### src/inverter_pkg.sv
/* Shared constants and types for the gate-drive controller.
   Imported by every interface and module of the design. */

package inverter_pkg;

    // Power modules, one UART line each
    localparam int NUM_MODULES = 3;
    localparam int MOD_IDX_W = $clog2(NUM_MODULES);

    // SPI command link
    localparam int SPI_WORD_BITS = 16;
    localparam int SPI_HALF_PERIOD = 2;
    localparam int HALF_CNT_W = $clog2(SPI_HALF_PERIOD + 1);
    localparam int BIT_CNT_W = $clog2(SPI_WORD_BITS + 1);

    // UART bit time in clk cycles
    localparam int BAUD_DIV = 8;
    localparam int BAUD_CNT_W = $clog2(BAUD_DIV);

    // Hold-off before the first SPI poll
    localparam int STARTUP_CYCLES = 50;
    localparam int STARTUP_CNT_W = $clog2(STARTUP_CYCLES + 1);

    typedef logic [7:0] module_id_t;
    typedef logic [7:0] duty_t;

    // Upper byte addresses the module, lower byte is its duty
    typedef struct packed {
        module_id_t id;
        duty_t      duty;
    } spi_word_t;

    typedef logic [NUM_MODULES-1:0] module_mask_t;

endpackage
### src/spi_link_if.sv
/* Start/result handshake between the dispatcher and one SPI master.
   A start seen while busy is high is ignored by the master. */
`timescale 1ns/1ps

interface spi_link_if import inverter_pkg::*; ();

    logic      start;
    logic      busy;
    logic      done;
    // Valid with done, held until the next transfer ends
    spi_word_t rx_word;

    modport master (
        output start,
        input  busy,
        input  done,
        input  rx_word
    );

    modport link (
        input  start,
        output busy,
        output done,
        output rx_word
    );

endinterface

### src/inverter_top.sv
/* Gate-drive controller top level: two SPI command links, the dispatcher
   and one UART transmitter per power module, wired to the board pins. */
`timescale 1ns/1ps

module inverter_top import inverter_pkg::*; (
    input  logic         clk,
    input  logic         rst,
    output logic         spi_sclk_1,
    output logic         spi_cs_n_1,
    input  logic         spi_miso_1,
    output logic         spi_sclk_2,
    output logic         spi_cs_n_2,
    input  logic         spi_miso_2,
    output module_mask_t uart_txd,
    output logic         shoot
);

    spi_link_if link_1 ();
    spi_link_if link_2 ();

    module_mask_t tx_start;
    module_mask_t tx_busy;
    duty_t        tx_data [NUM_MODULES];

    spi_master i_spi_1 (
        .clk  (clk),
        .rst  (rst),
        .link (link_1),
        .sclk (spi_sclk_1),
        .cs_n (spi_cs_n_1),
        .miso (spi_miso_1)
    );

    spi_master i_spi_2 (
        .clk  (clk),
        .rst  (rst),
        .link (link_2),
        .sclk (spi_sclk_2),
        .cs_n (spi_cs_n_2),
        .miso (spi_miso_2)
    );

    module_dispatcher i_dispatcher (
        .clk      (clk),
        .rst      (rst),
        .link_1   (link_1),
        .link_2   (link_2),
        .tx_start (tx_start),
        .tx_data  (tx_data),
        .tx_busy  (tx_busy),
        .shoot    (shoot)
    );

    // One transmitter per power module
    for (genvar g = 0; g < NUM_MODULES; g++) begin : g_uart
        uart_tx i_uart_tx (
            .clk   (clk),
            .rst   (rst),
            .start (tx_start[g]),
            .data  (tx_data[g]),
            .txd   (uart_txd[g]),
            .busy  (tx_busy[g])
        );
    end

endmodule

### src/module_dispatcher.sv
/* Polls both SPI links, keeps one pending word per link and routes duty bytes
   to the addressed module's UART; fires shoot once every module has a byte. */
`timescale 1ns/1ps

module module_dispatcher import inverter_pkg::*; (
    input  logic              clk,
    input  logic              rst,
    spi_link_if.master        link_1,
    spi_link_if.master        link_2,
    output module_mask_t      tx_start,
    output duty_t             tx_data [NUM_MODULES],
    input  module_mask_t      tx_busy,
    output logic              shoot
);

    logic [STARTUP_CNT_W-1:0] startup_cnt;
    logic                     running;
    logic [1:0]               link_busy;
    logic [1:0]               link_done;
    logic [1:0]               link_start;
    spi_word_t                link_word [2];
    spi_word_t                pend_word [2];
    logic [1:0]               pend_valid;
    logic [MOD_IDX_W-1:0]     pend_idx [2];
    logic [1:0]               id_ok;
    logic [1:0]               can_go;
    logic                     sel;
    logic                     go;
    module_mask_t             set_bit;
    module_mask_t             sent_mask;
    logic                     fire;

    assign link_busy = {link_2.busy, link_1.busy};
    assign link_done = {link_2.done, link_1.done};
    assign link_word[0] = link_1.rx_word;
    assign link_word[1] = link_2.rx_word;
    assign link_1.start = link_start[0];
    assign link_2.start = link_start[1];

    assign running = (startup_cnt == STARTUP_CNT_W'(STARTUP_CYCLES));

    always_comb begin
        for (int i = 0; i < 2; i++) begin
            pend_idx[i] = pend_word[i].id[MOD_IDX_W-1:0];
            id_ok[i] = (pend_word[i].id < module_id_t'(NUM_MODULES));
            // Bad ids leave at once, good ones wait for an idle UART
            can_go[i] = pend_valid[i] &&
                        (!id_ok[i] || !(tx_busy[pend_idx[i]] || tx_start[pend_idx[i]]));
        end
        // Link 1 has priority
        sel = !can_go[0];
        go = |can_go;
        set_bit = '0;
        if (go && id_ok[sel]) begin
            set_bit[pend_idx[sel]] = 1'b1;
        end
    end

    assign fire = (&sent_mask) && !(|(tx_busy | tx_start));

    always_ff @(posedge clk) begin
        if (rst) begin
            startup_cnt <= '0;
            link_start  <= '0;
            pend_valid  <= '0;
            tx_start    <= '0;
            sent_mask   <= '0;
            shoot       <= 1'b0;
        end else begin
            if (!running) begin
                startup_cnt <= startup_cnt + 1'b1;
            end
            for (int i = 0; i < 2; i++) begin
                link_start[i] <= running && !pend_valid[i] && !link_busy[i] &&
                                 !link_done[i] && !link_start[i];
                if (link_done[i]) begin
                    pend_valid[i] <= 1'b1;
                end else if (go && sel == 1'(i)) begin
                    pend_valid[i] <= 1'b0;
                end
            end
            tx_start  <= set_bit;
            shoot     <= fire;
            sent_mask <= (fire ? '0 : sent_mask) | set_bit;
        end
    end

    // Pending words and UART payload
    always_ff @(posedge clk) begin
        for (int i = 0; i < 2; i++) begin
            if (link_done[i]) begin
                pend_word[i] <= link_word[i];
            end
        end
        for (int m = 0; m < NUM_MODULES; m++) begin
            if (set_bit[m]) begin
                tx_data[m] <= pend_word[sel].duty;
            end
        end
    end

endmodule

### src/uart_tx.sv
/* UART transmitter for one power module: start bit, 8 data bits LSB first,
   even parity and one stop bit, each BAUD_DIV clk cycles long. */
`timescale 1ns/1ps

module uart_tx import inverter_pkg::*; (
    input  logic  clk,
    input  logic  rst,
    input  logic  start,
    input  duty_t data,
    output logic  txd,
    output logic  busy
);

    logic [BAUD_CNT_W-1:0] baud_cnt;
    logic [3:0]            bit_idx;
    // Data, parity and stop still to go out
    logic [9:0]            frame;
    logic                  bit_end;

    assign bit_end = (baud_cnt == BAUD_CNT_W'(BAUD_DIV - 1));

    always_ff @(posedge clk) begin
        if (rst) begin
            txd      <= 1'b1;
            busy     <= 1'b0;
            baud_cnt <= '0;
            bit_idx  <= '0;
        end else if (!busy) begin
            if (start) begin
                // Start bit goes out right away
                txd      <= 1'b0;
                busy     <= 1'b1;
                baud_cnt <= '0;
                bit_idx  <= '0;
            end
        end else if (bit_end) begin
            baud_cnt <= '0;
            if (bit_idx == 4'd10) begin
                busy <= 1'b0;
            end else begin
                txd     <= frame[0];
                bit_idx <= bit_idx + 1'b1;
            end
        end else begin
            baud_cnt <= baud_cnt + 1'b1;
        end
    end

    always_ff @(posedge clk) begin
        if (!busy && start) begin
            frame <= {1'b1, ^data, data};
        end else if (busy && bit_end) begin
            frame <= {1'b1, frame[9:1]};
        end
    end

endmodule

### src/spi_master.sv
/* SPI mode-0 master that reads one 16-bit command word per start strobe.
   MISO is sampled on rising SCLK, MSB first; MOSI is not used. */
`timescale 1ns/1ps

module spi_master import inverter_pkg::*; (
    input  logic       clk,
    input  logic       rst,
    spi_link_if.link   link,
    output logic       sclk,
    output logic       cs_n,
    input  logic       miso
);

    logic [HALF_CNT_W-1:0]    half_cnt;
    logic [BIT_CNT_W-1:0]     bit_cnt;
    logic [SPI_WORD_BITS-1:0] shift_q;
    logic                     edge_due;
    logic                     last_done;
    logic                     sample_now;

    assign edge_due = (half_cnt == HALF_CNT_W'(SPI_HALF_PERIOD - 1));
    // All 16 falling edges seen, close the frame
    assign last_done = (bit_cnt == BIT_CNT_W'(SPI_WORD_BITS));
    assign sample_now = link.busy && !last_done && edge_due && !sclk;

    always_ff @(posedge clk) begin
        if (rst) begin
            link.busy <= 1'b0;
            link.done <= 1'b0;
            cs_n      <= 1'b1;
            sclk      <= 1'b0;
            half_cnt  <= '0;
            bit_cnt   <= '0;
        end else begin
            link.done <= 1'b0;
            if (!link.busy) begin
                if (link.start) begin
                    link.busy <= 1'b1;
                    cs_n      <= 1'b0;
                    half_cnt  <= '0;
                    bit_cnt   <= '0;
                end
            end else if (last_done) begin
                link.busy <= 1'b0;
                link.done <= 1'b1;
                cs_n      <= 1'b1;
            end else if (edge_due) begin
                half_cnt <= '0;
                sclk     <= ~sclk;
                // Count bits on the falling edge
                if (sclk) begin
                    bit_cnt <= bit_cnt + 1'b1;
                end
            end else begin
                half_cnt <= half_cnt + 1'b1;
            end
        end
    end

    // Shift register and result word
    always_ff @(posedge clk) begin
        if (sample_now) begin
            shift_q <= {shift_q[SPI_WORD_BITS-2:0], miso};
        end
        if (link.busy && last_done) begin
            link.rx_word <= spi_word_t'(shift_q);
        end
    end

endmodule

### config.mk
export PLATFORM = sky130hd
export DESIGN_NAME = inverter_top
export DESIGN_NICKNAME = d
export VERILOG_FILES = /design/src/inverter_pkg.sv /design/src/spi_link_if.sv /design/src/inverter_top.sv /design/src/module_dispatcher.sv /design/src/uart_tx.sv /design/src/spi_master.sv
export SDC_FILE = /design/constraint.sdc
export NUM_CORES = 1
export LEC_CHECK = 0
export BUFFER_PORTS_ARGS = -buffer_cell sky130_fd_sc_hd__buf_2
export CORE_ASPECT_RATIO = 0.6
export CORE_MARGIN = 2
export CORE_UTILIZATION = 50
export DETAILED_ROUTE_END_ITERATION = 10
export GPL_TIMING_DRIVEN = 0
export PLACE_DENSITY = 0.68
export SLEW_MARGIN = 20
export SYNTH_ARGS = -nofsm -noshare
export SYNTH_HDL_FRONTEND = slang
export SYNTH_SLANG_ARGS = --single-unit
### constraint.sdc
create_clock -name clk -period 2.58 [get_ports clk]
set_clock_uncertainty 0.2 [all_clocks]
set_input_delay 0.387 -clock clk [delete_from_list [all_inputs] [get_ports clk]]
set_output_delay 0.387 -clock clk [all_outputs]
set_load 0.03 [all_outputs]
==> metrics <==
outcome finished, final reports clean; setup violation total in the final timing report 0; Warnings, synthesis 0; slowest cell on the critical path or4_1; Post-synth EDFFs 147; largest net degree at the start of global routing 20; Placement Setup Slack 17.86 ps; worst skew pair latency 490 ps; antenna viol nets, final 0; PortBufs 10; Util after Layout 0.5701; cell family contributing the most delay on the critical path simple AND/OR/NAND/NOR gates; Commonest cells post-synth edfxtp_1 (147), dfxtp_1 (66), nor2_1 (44); Fill cells 1,236; ys flop type edfxtp_1; # IOs 12; CTS Buffer Depth 3; #FFs+latches synth 213; Req. time, crit path 2530 ps; max-cap violations 0; top-area cell type share of the netlist area 0.5416; routed length per instance 17.04 um; final wirelength 14.04 mm; DR DRC count 0; CTS tree yes; Sink Count 213; Final Cycle Share 0.9581; Cell Pwr Density 719.6 nW/um^2; Multi-input gate area 2277 sq um; synth unique cells 57; vias 4,531; Sum Neg Setup Slack 0 ps; Worst Path Buf+Inv 0; CP max FO 8; initial antenna violation count 0; Pleak 3.055 nW; row count 36; core box area 16,080 sq um; hpwl dp 9.531 mm; Hold Vio Cnt, Final 0; Max transition margin 0.4313; f_max 404.5 MHz; Starting Density 0.5068; fin nets 623; Tightest Pin Transition 852.2 ps; Post-CTS Setup Inserts 0; share of layout cells above drive strength 1 0.1057; Seq/Total Area, Yosys 0.7037; Slowest Stage Delay on Critical Path 630 ps; Vias/cell 5.499; Max Transition Viols Final 0; Critical Path End Type flop; post-synth top area cell edfxtp_1; synthesized area 8150 sq um; die area 17,370 sq um; Avg Inst Size Synth 14.37 sq um; count leader, synth edfxtp_1; setup ws final 108.0 ps; gr usage total 0.1714; Area contributors post-synth edfxtp_1 (54%), dfxtp_1 (16%), mux2_1 (3.0%), xnor2_1 (2.8%), ha_1 (2.8%); Vert. Die Dim 102.9 um; startpoint types flop; crit-path cells or4_1 -> nor4_1 -> o2111ai_1 -> nand2_1; Initial DRT Pass Iterations 4; worst min path class input pin to flop; first-pass GRT wire length 23.01 mm; Peak VDD IR 543.7 uV; CTS buffer count 20; CTS H-tree lvls 1; Remaining Overflow, GRT 0; Area growth syn-to-layout 12.48%; CP Class flop to flop; Worst-path clk slew 70 ps; cell count after synthesis 567; Register Area 5736 sq um; RSZ-0062 raised after global routing no; clock root buffer clkbuf_16; number of global-route vias before repair 4,547; diode count 0; die width 168.8 um; asr flop ratio synth 0; min Tclk post-route 2472 ps; crit path DAT 2420 ps; gpl congestion 0.8555; syn nets 589; DR iter-0 viols 339
## logic make-up (layout without fill, tap and decap cells)
logic type | Yosys count | count (layout) | share of synthesized area
xor gates and xnor gates | 39 | 39 | 0.04191
adders and majority gates | 18 | 18 | 0.02763
DFF | 213 | 213 | 0.7037
and+or+nand+nor | 166 | 166 | 0.1110
buffers and inverters | 38 | 86 | 0.01903
muxes | 36 | 36 | 0.04959
AOI/OAI and AO/OA | 57 | 57 | 0.04713
## metal layers
layer / global-route usage / vias to the layer above / share of wire
li1: - / 2161 / -
met1: 0.2421 / 2239 / 0.48
met2: 0.2724 / 106 / 0.44
met3: 0.04146 / 25 / 0.062
met4: 0.04178 / 0 / 0.016
met5: 0 / - / 0
## cells in the final DEF (no fill, tap or decap), types with 4 or more instances in the layout
| cell | n |
|---|---|
| buf_2 | 11 |
| nor4_1 | 4 |
| nand3_1 | 6 |
| nor2b_1 | 5 |
| nor2_1 | 42 |
| and2_1 | 4 |
| a21oi_1 | 23 |
| clkbuf_16 | 21 |
| xor2_1 | 13 |
| nand4_1 | 17 |
| inv_1 | 18 |
| o211ai_1 | 4 |
| mux2_1 | 22 |
| nor3_1 | 16 |
| nand4b_1 | 7 |
| xnor2_1 | 26 |
| dfxtp_1 | 66 |
| nand2_1 | 33 |
| mux2_2 | 13 |
| clkbuf_1 | 19 |
| edfxtp_1 | 147 |
| a211oi_1 | 7 |
| ha_1 | 18 |
| nor3b_1 | 13 |
## worst paths after layout
kind | from | to | slack [ps] | depth (start not counted)
worst min register to register | i_spi_2.shift_q[15] | i_spi_2.link.rx_word[15] | 220 | 0
worst max-delay path | i_dispatcher.pend_word[1][12] | i_dispatcher.tx_data[15] | 110 | 4
worst min-delay path | rst | i_spi_1.link.done | 100 | 2
worst max register to register | i_dispatcher.pend_word[1][12] | i_dispatcher.tx_data[15] | 110 | 4
## metrics by stage
stage	instance area [sq um]	cells	total power [mW]	hold WS (ps)
after global routing	9168	824	6.827	160.6
final	9168	824	6.597	97.34
after floorplan	8150	567	3.710	200.3
after global placement	8462	786	3.723	202.4
after detailed placement	8467	786	3.725	204.5
after CTS	9151	824	6.675	83.52
## power by group
group | internal (mW) | switching (mW)
clock | 1.76 | 1.18
sequential | 3.61 | 0.00488
combinational | 0.0118 | 0.0274
total | 5.38 | 1.22
## layout make-up
cell class,instances,share of cell area
clock inverters,6,0.009281
multi-input cells,316,0.2484
repair buffers,12,0.007643
flip-flops and latches,213,0.6256
well taps,209,0.02852
plain buffers,19,0.009144
inverters,19,0.008189
clock buffers,30,0.06319
## what timing repair did
item,4_1_cts,5_1_grt
hold buffers,2,0
endpoints found under the setup margin,0,36
endpoints found under the hold margin,2,0
resized for setup,0,3
## state kept, by name, summed over array words and instances (netlist names), 2 cells and up
signal	cells
i_spi_1.half_cnt	2
i_dispatcher.link_start	2
i_dispatcher.tx_start	3
i_spi_1.bit_cnt	5
g_uart.i_uart_tx.txd	3
i_dispatcher.tx_data	24
i_spi_2.shift_q	16
i_spi_1.shift_q	16
i_spi_2.link.rx_word	16
i_spi_2.half_cnt	2
i_spi_2.bit_cnt	5
g_uart.i_uart_tx.busy	3
g_uart.i_uart_tx.bit_idx	12
i_dispatcher.startup_cnt	6
i_dispatcher.pend_word	32
g_uart.i_uart_tx.baud_cnt	9
i_spi_1.link.rx_word	16
i_dispatcher.pend_valid	2
g_uart.i_uart_tx.frame	27
i_dispatcher.sent_mask	3
Power figures use the tool's default switching activity.
